<file path="src/hdl/fixedPointPkg.sv">
`default_nettype none

package fixedPointPkg;

  // Integer and fraction bits of the signed Q12.12 format
  localparam int intBits = 12;
  localparam int fracBits = 12;

  // Signed Q12.12 for positions, directions and step distances
  typedef logic signed [intBits+fracBits-1:0] fixedT;

  // Unsigned Q12.12 for the track distances
  // A huge step may push a track past the signed range, so compares stay unsigned
  typedef logic [intBits+fracBits-1:0] uFixedT;

  // Full signed product of two fixedT operands
  typedef logic signed [2*(intBits+fracBits)-1:0] wideT;

  // Wall distance as UQ7.9, taken from bits 6 down to -9 of a track
  typedef logic [15:0] distT;

  // Wall half-size, bits 2 down to -8 of the distance reciprocal
  typedef logic [10:0] sizeT;

  // The value 1.0
  localparam fixedT fixedOne = fixedT'(1 << fracBits);

  // Largest positive value, used when a reciprocal overflows
  localparam fixedT fixedMax = {1'b0, {(intBits+fracBits-1){1'b1}}};

endpackage

`default_nettype wire

</file>
<file path="src/hdl/tracerPkg.sv">
`default_nettype none

package tracerPkg;

  // The map is 16 by 16 cells, so one coordinate is 4 bits
  localparam int mapBits = 4;
  typedef logic [mapBits-1:0] mapCoordT;

  // The top row sits 272 vplane steps above the centre
  // 240 visible lines above the middle, plus the 33-line back porch,
  // less one because each result shows on the following line
  localparam int startRows = 272;

  // The deflection accumulates a whole vplane per row
  // This shift brings it back to the scale of the facing vector
  localparam int addendShift = 8;

  // Step setup runs X then Y through one divider and one multiplier
  typedef enum logic [2:0] {
    setupIdle,
    divX,
    divY,
    mulX,
    mulY
  } setupStateT;

  // The walker tests one cell per cycle while stepping
  typedef enum logic {
    walkIdle,
    walkStep
  } walkStateT;

  // The sizer divides, then holds its result until hmax
  typedef enum logic [1:0] {
    sizerIdle,
    sizerDivide,
    sizerHold
  } sizerStateT;

endpackage

`default_nettype wire

</file>
<file path="src/hdl/reciprocal.sv">
`default_nettype none

module reciprocal (
  input  wire logic                 clk,
  input  wire logic                 do_reset,
  input  wire logic                 i_start,
  input  wire fixedPointPkg::fixedT i_value,
  output logic                      o_done,
  output fixedPointPkg::fixedT      o_result
);

  fixedPointPkg::uFixedT magnitude;
  fixedPointPkg::uFixedT divisor;
  fixedPointPkg::uFixedT remainder;
  fixedPointPkg::uFixedT quotient;
  logic [24:0]           trial;
  logic [4:0]            bitsLeft;
  logic                  busy;
  logic                  saturate;

  // The sign is dropped, only the magnitude is divided
  assign magnitude = (i_value < 0) ? fixedPointPkg::uFixedT'(-i_value)
                                   : fixedPointPkg::uFixedT'(i_value);

  assign busy = (bitsLeft != 5'd0);

  // Remainder shifted left with the next dividend bit, always zero below bit 24
  assign trial = {remainder, 1'b0};

  // Divider sequencing, one quotient bit per cycle for 24 cycles after the load
  always_ff @(posedge clk) begin
    if (do_reset) begin
      bitsLeft <= 5'd0;
      o_done <= 1'b0;
    end else begin
      o_done <= 1'b0;
      if (i_start && !busy) begin
        bitsLeft <= 5'd24;
      end else if (busy) begin
        bitsLeft <= bitsLeft - 5'd1;
        // Last quotient bit lands together with the done pulse
        if (bitsLeft == 5'd1) begin
          o_done <= 1'b1;
        end
      end
    end
  end

  // Restoring division of 1.0 shifted up by fracBits, i.e. 2^24 over the magnitude
  always_ff @(posedge clk) begin
    if (i_start && !busy) begin
      divisor <= magnitude;
      // Dividend bit 24 is already brought in here
      // Its quotient bit is only set for magnitudes below 2, which saturate anyway
      remainder <= fixedPointPkg::uFixedT'(1);
      quotient <= '0;
      // A quotient of 2^23 or more does not fit, which covers 0, 1 and 2 LSB
      saturate <= (magnitude <= fixedPointPkg::uFixedT'(2));
    end else if (busy) begin
      if (trial >= {1'b0, divisor}) begin
        remainder <= fixedPointPkg::uFixedT'(trial - {1'b0, divisor});
        quotient <= {quotient[22:0], 1'b1};
      end else begin
        remainder <= fixedPointPkg::uFixedT'(trial);
        quotient <= {quotient[22:0], 1'b0};
      end
    end
  end

  assign o_result = saturate ? fixedPointPkg::fixedMax : fixedPointPkg::fixedT'(quotient);

endmodule

`default_nettype wire

</file>
<file path="src/hdl/rayGenerator.sv">
`default_nettype none

module rayGenerator (
  input  wire logic                 clk,
  input  wire logic                 do_reset,
  input  wire logic                 i_vsync,
  input  wire logic                 i_present,
  input  wire fixedPointPkg::fixedT i_facingX,
  input  wire fixedPointPkg::fixedT i_facingY,
  input  wire fixedPointPkg::fixedT i_vplaneX,
  input  wire fixedPointPkg::fixedT i_vplaneY,
  output logic                      o_rowStart,
  output fixedPointPkg::fixedT      o_rayDirX,
  output fixedPointPkg::fixedT      o_rayDirY
);

  // Deflection from the facing vector, one whole vplane per row
  fixedPointPkg::fixedT addendX;
  fixedPointPkg::fixedT addendY;
  // Set while the frame is held, so the top row starts once it is released
  logic                 frameStart;

  // Ray direction for the current row
  assign o_rayDirX = i_facingX + (addendX >>> tracerPkg::addendShift);
  assign o_rayDirY = i_facingY + (addendY >>> tracerPkg::addendShift);

  always_ff @(posedge clk) begin
    if (do_reset || i_vsync) begin
      // Top row of the frame
      addendX <= fixedPointPkg::fixedT'(-(i_vplaneX * tracerPkg::startRows));
      addendY <= fixedPointPkg::fixedT'(-(i_vplaneY * tracerPkg::startRows));
      frameStart <= 1'b1;
      o_rowStart <= 1'b0;
    end else begin
      frameStart <= 1'b0;
      // A new row starts after the frame restart and after each presented result
      o_rowStart <= frameStart || i_present;
      if (i_present) begin
        addendX <= addendX + i_vplaneX;
        addendY <= addendY + i_vplaneY;
      end
    end
  end

endmodule

`default_nettype wire

</file>
<file path="src/hdl/stepSetup.sv">
`default_nettype none

module stepSetup (
  input  wire logic                 clk,
  input  wire logic                 do_reset,
  input  wire logic                 i_start,
  input  wire fixedPointPkg::fixedT i_rayDirX,
  input  wire fixedPointPkg::fixedT i_rayDirY,
  input  wire fixedPointPkg::fixedT i_playerX,
  input  wire fixedPointPkg::fixedT i_playerY,
  output logic                      o_done,
  output fixedPointPkg::fixedT      o_stepDistX,
  output fixedPointPkg::fixedT      o_stepDistY,
  output fixedPointPkg::uFixedT     o_trackInitX,
  output fixedPointPkg::uFixedT     o_trackInitY,
  output logic                      o_stepXPositive,
  output logic                      o_stepYPositive
);

  tracerPkg::setupStateT state;
  logic                  recipStart;
  logic                  recipDone;
  fixedPointPkg::fixedT  recipValue;
  fixedPointPkg::fixedT  recipResult;
  fixedPointPkg::fixedT  fracX;
  fixedPointPkg::fixedT  fracY;
  fixedPointPkg::fixedT  partialX;
  fixedPointPkg::fixedT  partialY;
  fixedPointPkg::fixedT  mulA;
  fixedPointPkg::fixedT  mulB;
  fixedPointPkg::wideT   product;

  // X divides first and Y starts in the cycle the X result comes out
  assign recipStart = ((state == tracerPkg::setupIdle) && i_start)
                   || ((state == tracerPkg::divX) && recipDone);
  assign recipValue = (state == tracerPkg::setupIdle) ? i_rayDirX : i_rayDirY;

  // Step distance is the distance along the ray to cross one cell on an axis
  reciprocal stepRecip (
    .clk      (clk),
    .do_reset (do_reset),
    .i_start  (recipStart),
    .i_value  (recipValue),
    .o_done   (recipDone),
    .o_result (recipResult)
  );

  // Player position inside its cell
  assign fracX = fixedPointPkg::fixedT'(i_playerX[fixedPointPkg::fracBits-1:0]);
  assign fracY = fixedPointPkg::fixedT'(i_playerY[fixedPointPkg::fracBits-1:0]);

  // Part of a cell left before the first gridline in the step direction
  // A zero fraction gives a full cell when stepping up and nothing when stepping down
  assign partialX = o_stepXPositive ? fixedPointPkg::fixedOne - fracX : fracX;
  assign partialY = o_stepYPositive ? fixedPointPkg::fixedOne - fracY : fracY;

  // One multiplier shared by the two axes
  assign mulA = (state == tracerPkg::mulX) ? o_stepDistX : o_stepDistY;
  assign mulB = (state == tracerPkg::mulX) ? partialX : partialY;
  assign product = fixedPointPkg::wideT'(mulA) * fixedPointPkg::wideT'(mulB);

  // The sequence idle, divX, mulX, divY, mulY lets X multiply while Y divides
  always_ff @(posedge clk) begin
    if (do_reset) begin
      state <= tracerPkg::setupIdle;
      o_done <= 1'b0;
    end else begin
      o_done <= 1'b0;
      case (state)
        tracerPkg::setupIdle: if (i_start) state <= tracerPkg::divX;
        tracerPkg::divX:      if (recipDone) state <= tracerPkg::mulX;
        tracerPkg::mulX:      state <= tracerPkg::divY;
        tracerPkg::divY:      if (recipDone) state <= tracerPkg::mulY;
        tracerPkg::mulY: begin
          state <= tracerPkg::setupIdle;
          o_done <= 1'b1;
        end
        default:              state <= tracerPkg::setupIdle;
      endcase
    end
  end

  always_ff @(posedge clk) begin
    // The step directions are fixed for the row at its start
    if ((state == tracerPkg::setupIdle) && i_start) begin
      o_stepXPositive <= (i_rayDirX > 0);
      o_stepYPositive <= (i_rayDirY > 0);
    end
    if ((state == tracerPkg::divX) && recipDone) begin
      o_stepDistX <= recipResult;
    end
    if ((state == tracerPkg::divY) && recipDone) begin
      o_stepDistY <= recipResult;
    end
    // Middle 24 bits of the product are back in Q12.12
    if (state == tracerPkg::mulX) begin
      o_trackInitX <= product[2*fixedPointPkg::fracBits+fixedPointPkg::intBits-1:
                              fixedPointPkg::fracBits];
    end
    if (state == tracerPkg::mulY) begin
      o_trackInitY <= product[2*fixedPointPkg::fracBits+fixedPointPkg::intBits-1:
                              fixedPointPkg::fracBits];
    end
  end

endmodule

`default_nettype wire

</file>
<file path="src/hdl/gridWalker.sv">
`default_nettype none

module gridWalker (
  input  wire logic                  clk,
  input  wire logic                  do_reset,
  input  wire logic                  i_start,
  input  wire fixedPointPkg::fixedT  i_playerX,
  input  wire fixedPointPkg::fixedT  i_playerY,
  input  wire fixedPointPkg::fixedT  i_stepDistX,
  input  wire fixedPointPkg::fixedT  i_stepDistY,
  input  wire fixedPointPkg::uFixedT i_trackInitX,
  input  wire fixedPointPkg::uFixedT i_trackInitY,
  input  wire logic                  i_stepXPositive,
  input  wire logic                  i_stepYPositive,
  input  wire logic                  i_mapVal,
  output tracerPkg::mapCoordT        o_mapCol,
  output tracerPkg::mapCoordT        o_mapRow,
  output logic                       o_done,
  output fixedPointPkg::distT        o_wallDist,
  output logic                       o_hitSide
);

  tracerPkg::walkStateT  state;
  // Ray length to the next X and the next Y gridline
  fixedPointPkg::uFixedT trackX;
  fixedPointPkg::uFixedT trackY;
  logic                  needStepX;

  // The nearer gridline is crossed first and a tie steps along Y
  assign needStepX = (trackX < trackY);

  // The map answers for o_mapCol and o_mapRow in the same cycle
  always_ff @(posedge clk) begin
    if (do_reset) begin
      state <= tracerPkg::walkIdle;
      o_done <= 1'b0;
    end else begin
      o_done <= 1'b0;
      case (state)
        tracerPkg::walkIdle: if (i_start) state <= tracerPkg::walkStep;
        tracerPkg::walkStep: begin
          if (i_mapVal) begin
            state <= tracerPkg::walkIdle;
            o_done <= 1'b1;
          end
        end
        default: state <= tracerPkg::walkIdle;
      endcase
    end
  end

  always_ff @(posedge clk) begin
    if ((state == tracerPkg::walkIdle) && i_start) begin
      // The walk begins in the player's own cell
      o_mapCol <= i_playerX[fixedPointPkg::fracBits +: tracerPkg::mapBits];
      o_mapRow <= i_playerY[fixedPointPkg::fracBits +: tracerPkg::mapBits];
      trackX <= i_trackInitX;
      trackY <= i_trackInitY;
      o_wallDist <= '0;
      o_hitSide <= 1'b0;
    end else if ((state == tracerPkg::walkStep) && !i_mapVal) begin
      // The track before the step is the distance to the face of the next cell
      // Bits 6 down to -9 of the track form the wall distance
      if (needStepX) begin
        o_mapCol <= i_stepXPositive ? o_mapCol + 1'b1 : o_mapCol - 1'b1;
        trackX <= trackX + fixedPointPkg::uFixedT'(i_stepDistX);
        o_wallDist <= trackX[fixedPointPkg::fracBits+6:fixedPointPkg::fracBits-9];
        o_hitSide <= 1'b0;
      end else begin
        o_mapRow <= i_stepYPositive ? o_mapRow + 1'b1 : o_mapRow - 1'b1;
        trackY <= trackY + fixedPointPkg::uFixedT'(i_stepDistY);
        o_wallDist <= trackY[fixedPointPkg::fracBits+6:fixedPointPkg::fracBits-9];
        o_hitSide <= 1'b1;
      end
    end
  end

endmodule

`default_nettype wire

</file>
<file path="src/hdl/wallSizer.sv">
`default_nettype none

module wallSizer (
  input  wire logic                clk,
  input  wire logic                do_reset,
  input  wire logic                i_vsync,
  input  wire logic                i_hmax,
  input  wire logic                i_start,
  input  wire fixedPointPkg::distT i_wallDist,
  input  wire logic                i_hitSide,
  output fixedPointPkg::sizeT      o_size,
  output logic                     o_side,
  output logic                     o_present
);

  tracerPkg::sizerStateT state;
  logic                  frameReset;
  logic                  recipStart;
  logic                  recipDone;
  logic                  ready;
  logic                  sideHeld;
  fixedPointPkg::fixedT  recipValue;
  fixedPointPkg::fixedT  recipResult;

  // vsync idles the sizer but keeps the last presented result
  assign frameReset = do_reset || i_vsync;
  assign recipStart = (state == tracerPkg::sizerIdle) && i_start;

  // UQ7.9 distance placed back at bits 6 down to -9
  assign recipValue = {{(fixedPointPkg::intBits-7){1'b0}}, i_wallDist,
                       {(fixedPointPkg::fracBits-9){1'b0}}};

  // The result can be taken in the cycle the divider finishes
  assign ready = (state == tracerPkg::sizerHold)
              || ((state == tracerPkg::sizerDivide) && recipDone);

  reciprocal sizeRecip (
    .clk      (clk),
    .do_reset (frameReset),
    .i_start  (recipStart),
    .i_value  (recipValue),
    .o_done   (recipDone),
    .o_result (recipResult)
  );

  always_ff @(posedge clk) begin
    if (frameReset) begin
      state <= tracerPkg::sizerIdle;
      o_present <= 1'b0;
      if (do_reset) begin
        o_size <= '0;
        o_side <= 1'b0;
      end
    end else begin
      o_present <= 1'b0;
      case (state)
        tracerPkg::sizerIdle: begin
          if (i_start) begin
            state <= tracerPkg::sizerDivide;
            sideHeld <= i_hitSide;
          end
        end
        tracerPkg::sizerDivide: if (recipDone) state <= tracerPkg::sizerHold;
        default: ;
      endcase
      // Present on hmax and free the chain for the next row
      if (ready && i_hmax) begin
        state <= tracerPkg::sizerIdle;
        o_size <= recipResult[fixedPointPkg::fracBits+2:fixedPointPkg::fracBits-8];
        o_side <= sideHeld;
        o_present <= 1'b1;
      end
    end
  end

endmodule

`default_nettype wire

</file>
<file path="src/hdl/wallTracer.sv">
`default_nettype none

module wallTracer (
  input  wire logic                 clk,
  input  wire logic                 do_reset,
  input  wire logic                 i_vsync,
  input  wire logic                 i_hmax,
  input  wire fixedPointPkg::fixedT i_playerX,
  input  wire fixedPointPkg::fixedT i_playerY,
  input  wire fixedPointPkg::fixedT i_facingX,
  input  wire fixedPointPkg::fixedT i_facingY,
  input  wire fixedPointPkg::fixedT i_vplaneX,
  input  wire fixedPointPkg::fixedT i_vplaneY,
  output tracerPkg::mapCoordT       o_mapCol,
  output tracerPkg::mapCoordT       o_mapRow,
  input  wire logic                 i_mapVal,
  output fixedPointPkg::sizeT       o_size,
  output logic                      o_side
);

  // Setup and walker restart on vsync as well as on reset
  logic                  frameReset;
  logic                  rowStart;
  fixedPointPkg::fixedT  rayDirX;
  fixedPointPkg::fixedT  rayDirY;
  logic                  setupDone;
  fixedPointPkg::fixedT  stepDistX;
  fixedPointPkg::fixedT  stepDistY;
  fixedPointPkg::uFixedT trackInitX;
  fixedPointPkg::uFixedT trackInitY;
  logic                  stepXPositive;
  logic                  stepYPositive;
  logic                  walkDone;
  fixedPointPkg::distT   wallDist;
  logic                  hitSide;
  logic                  present;

  assign frameReset = do_reset || i_vsync;

  rayGenerator rayGen (
    .clk        (clk),
    .do_reset   (do_reset),
    .i_vsync    (i_vsync),
    .i_present  (present),
    .i_facingX  (i_facingX),
    .i_facingY  (i_facingY),
    .i_vplaneX  (i_vplaneX),
    .i_vplaneY  (i_vplaneY),
    .o_rowStart (rowStart),
    .o_rayDirX  (rayDirX),
    .o_rayDirY  (rayDirY)
  );

  stepSetup setup (
    .clk             (clk),
    .do_reset        (frameReset),
    .i_start         (rowStart),
    .i_rayDirX       (rayDirX),
    .i_rayDirY       (rayDirY),
    .i_playerX       (i_playerX),
    .i_playerY       (i_playerY),
    .o_done          (setupDone),
    .o_stepDistX     (stepDistX),
    .o_stepDistY     (stepDistY),
    .o_trackInitX    (trackInitX),
    .o_trackInitY    (trackInitY),
    .o_stepXPositive (stepXPositive),
    .o_stepYPositive (stepYPositive)
  );

  gridWalker walker (
    .clk             (clk),
    .do_reset        (frameReset),
    .i_start         (setupDone),
    .i_playerX       (i_playerX),
    .i_playerY       (i_playerY),
    .i_stepDistX     (stepDistX),
    .i_stepDistY     (stepDistY),
    .i_trackInitX    (trackInitX),
    .i_trackInitY    (trackInitY),
    .i_stepXPositive (stepXPositive),
    .i_stepYPositive (stepYPositive),
    .i_mapVal        (i_mapVal),
    .o_mapCol        (o_mapCol),
    .o_mapRow        (o_mapRow),
    .o_done          (walkDone),
    .o_wallDist      (wallDist),
    .o_hitSide       (hitSide)
  );

  wallSizer sizer (
    .clk        (clk),
    .do_reset   (do_reset),
    .i_vsync    (i_vsync),
    .i_hmax     (i_hmax),
    .i_start    (walkDone),
    .i_wallDist (wallDist),
    .i_hitSide  (hitSide),
    .o_size     (o_size),
    .o_side     (o_side),
    .o_present  (present)
  );

endmodule

`default_nettype wire

</file>
<file path="config.mk">
export PLATFORM = sky130hd
export DESIGN_NAME = wallTracer
export DESIGN_NICKNAME = d
export VERILOG_FILES = /design/src/hdl/fixedPointPkg.sv /design/src/hdl/tracerPkg.sv /design/src/hdl/reciprocal.sv /design/src/hdl/rayGenerator.sv /design/src/hdl/stepSetup.sv /design/src/hdl/gridWalker.sv /design/src/hdl/wallSizer.sv /design/src/hdl/wallTracer.sv
export SDC_FILE = /design/constraint.sdc
export NUM_CORES = 2
export LEC_CHECK = 0
export ABC_AREA = 1
export BUFFER_PORTS_ARGS = -buffer_cell sky130_fd_sc_hd__buf_4
export CAP_MARGIN = 20
export CORE_ASPECT_RATIO = 1.4
export CORE_MARGIN = 2
export CORE_UTILIZATION = 25
export CTS_BUF_LIST = sky130_fd_sc_hd__clkbuf_8
export DETAILED_ROUTE_END_ITERATION = 12
export HOLD_SLACK_MARGIN = 0.08
export PLACE_DENSITY_LB_ADDON = 0.05
export SLEW_MARGIN = 20
export SYNTH_ARGS = -nofsm -noshare
export SYNTH_HDL_FRONTEND = slang
export SYNTH_SLANG_ARGS = --single-unit
export TNS_END_PERCENT = 20
</file>
<file path="constraint.sdc">
create_clock -name clk -period 13 [get_ports clk]
set_clock_uncertainty 0.15 [all_clocks]
set_input_delay 2.6 -clock clk [delete_from_list [all_inputs] [get_ports clk]]
set_output_delay 2.6 -clock clk [all_outputs]
set_load 0.05 [all_outputs]
</file>
==> run metrics <==
most frequent cell after synthesis inv_1; maximum clock rate 94.95 MHz; Final Max Tran Viols 0; Hold Crit Depth 2; Yosys top cell by area fa_1; nets@finish 6745; setup slack, reg-to-reg 3.50 ns; Yosys top cell area share 20.46%; die width 358.7 um; total number of vias 36310; CTS Buf Count 80; largest cells by area after synthesis fa_1 20%, edfxtp_1 18%, ha_1 12%, inv_1 9.3%, nand2_1 9.2%; crit path from i_playerX[0]; H-Tree Depth 3; hold_buf cts 0; hpwl dp 131400 um; ys async rst share 0%; die height 500.6 um; most frequent CP cell inv_1; Critical R2R Capture setup.o_trackInitY[23]$_DFFE_PP_; Die ar. 179500 sq um; syn_nets 6562; Max stage delay on crit path 0.69 ns; critical path class primary input to flip-flop; initial antenna violation count 4; Post-synth EDFFs 257; maxcap violations 0; status completed; Total GRT Usage 17.64%; post-route setup TNS 0 ns; synth-to-layout area growth 12.97%; ys flop type edfxtp_1; first-pass GRT wire length 237400 um; post-synthesis cell count 5547; Ys Warns 0; FP Rows 182; Initial Util 25.11%; Via density 4.482; Crit-path slowest cell o21ai_0; total gr overflow 0; Placer Congestion 0.8360; Worst Tran Pin Value 1.054 ns; IO Count 169; Synth Cell Area 44030 sq um; R2R depth 30; RSZ-0062 raised after global routing false; Post-CTS Resized 0; endpoints failing setup 0; Hold Crit Start walker.state$_SDFF_PN0_; clk sinks 384; largest net degree at the start of global routing 74; IO Port Bufs 152; # DRC 0; Filler cells 19300; Worst EP arrival 10.87 ns; buffer count from post-CTS setup fixing 0; fin crit period 10.53 ns; sequential fraction of the synthesis area 23.30%; fin crit share 81.01%; CTS max path bufs 3; drt pass-1 iters 5; r2r startpoint setup.state[0]$_SDFFE_PN0P_; average cell area after synthesis 7.938 sq um; critical path fanouts, max 13; core area 175300 sq um; Root Buffer clkbuf_8; share of layout cells above drive strength 1 7.591%; Initial DRC Count 1492; WL/cell 19.35 um; worst-skew pair later-pin latency 0.78 ns; Reg clk slew, reported paths 0.05 ns; vias in the first global route 38950; top cells by count, synth 1087 x inv_1, 1076 x nand2_1, 496 x nor2_1; Setup crit start kind primary input; Hold Path Class flip-flop to flip-flop; Rel. slew slack 29.74%; CP Capture Type flip-flop; Yosys reg bits 384; Final Util 28.37%; Final Hold Fails 0; hold endpoint walker.o_done$_SDFF_PP0_; CTS tree yes; ANT nets after route 0; post-synth cell types 64; Detailed Route WL 156700 um; Critical Path RT 13.34 ns
## layout by cell type (no fill, tap or decap), types with 18 or more instances in the layout
cell	n
clkinv_1	21
edfxtp_1	257
buf_4	210
xnor2_1	84
nor2_1	489
dfxtp_1	127
nand4_1	67
or2_2	67
inv_1	1110
nor3_1	56
o22ai_1	28
a22oi_1	28
o211ai_1	21
ha_1	416
xor2_1	95
a21oi_1	331
clkbuf_8	91
nand3_1	259
a31oi_1	28
nand2_1	1075
o21bai_1	18
fa_1	450
o21ai_0	259
o21ai_1	20
## worst max-delay path by stage
stage / to
after floorplan: setup.o_trackInitX[23]$_DFFE_PP_
after detailed placement: setup.o_trackInitX[23]$_DFFE_PP_
after global placement: setup.o_trackInitX[23]$_DFFE_PP_
final: setup.o_trackInitY[23]$_DFFE_PP_
after CTS: setup.o_trackInitX[23]$_DFFE_PP_
after global routing: setup.o_trackInitX[23]$_DFFE_PP_
## per-stage QoR
step / std cells / setup slack [ns] / cell area (sq um) / hold slack (ns)
CTS: 8096 / 2.573 / 49730 / 0.2957
detailed placement: 7948 / 1.725 / 48120 / 0.2809
floorplan: 5547 / 3.275 / 44030 / 0.2590
global placement: 7948 / 1.782 / 48120 / 0.2833
finish: 8100 / 2.468 / 49740 / 0.2889
global route: 8099 / 1.912 / 49740 / 0.3205
## metal layers
metal	vias up	share of wire, %	track usage [%]
li1	18170	-	-
met1	17520	38	18.87
met2	466	57	35.51
met3	154	2.6	1.980
met4	0	2.6	4.777
met5	-	0	0
## critical path, delay by kind of cell
family	cells	cell delay (ns)
buffers and inverters	10	1.15
adder cells (fa/ha/maj)	9	4.03
AND/OR/NAND/NOR	11	1.77
AO/OA/AOI/OAI	3	1.28
## registers in the layout, summed over array words and instances, names as in the netlist, 4 cells and up
register	flops
rayGen.addendX	24
rayGen.addendY	24
setup.o_stepDistX	24
setup.o_stepDistY	24
setup.o_trackInitX	24
setup.o_trackInitY	24
setup.stepRecip.divisor	24
setup.stepRecip.quotient	24
setup.stepRecip.remainder	24
sizer.sizeRecip.remainder	24
walker.trackX	24
walker.trackY	24
sizer.sizeRecip.divisor	16
walker.o_wallDist	16
sizer.sizeRecip.quotient	15
sizer.o_size	11
setup.stepRecip.bitsLeft	5
sizer.sizeRecip.bitsLeft	5
walker.o_mapCol	4
walker.o_mapRow	4
## cell families after synthesis
group / after synthesis / synth area share, %
DFF: 384 / 23.30
xor gates and xnor gates: 179 / 3.561
muxes: 1 / 0.02273
adders and majority gates: 866 / 32.28
and+or+nand+nor: 2073 / 19.77
AOI/OAI and AO/OA: 828 / 10.59
buffers and inverters: 1216 / 10.47
## final cells by class
type | instances | area [sq um] | share of cell area (%)
Multi-Input combinational cell | 3947 | 29230 | 58.77
Sequential cell | 384 | 10260 | 20.63
Inverter | 1106 | 4153 | 8.349
Tap cell | 2300 | 2878 | 5.786
Timing Repair Buffer | 211 | 1597 | 3.210
Clock buffer | 91 | 1252 | 2.518
Clock inverter | 57 | 359.1 | 0.7219
Antenna cell | 4 | 10.01 | 0.02012
Power is not shown: default switching activity piles up to over one toggle a cycle in this logic, so the estimate is an artifact.
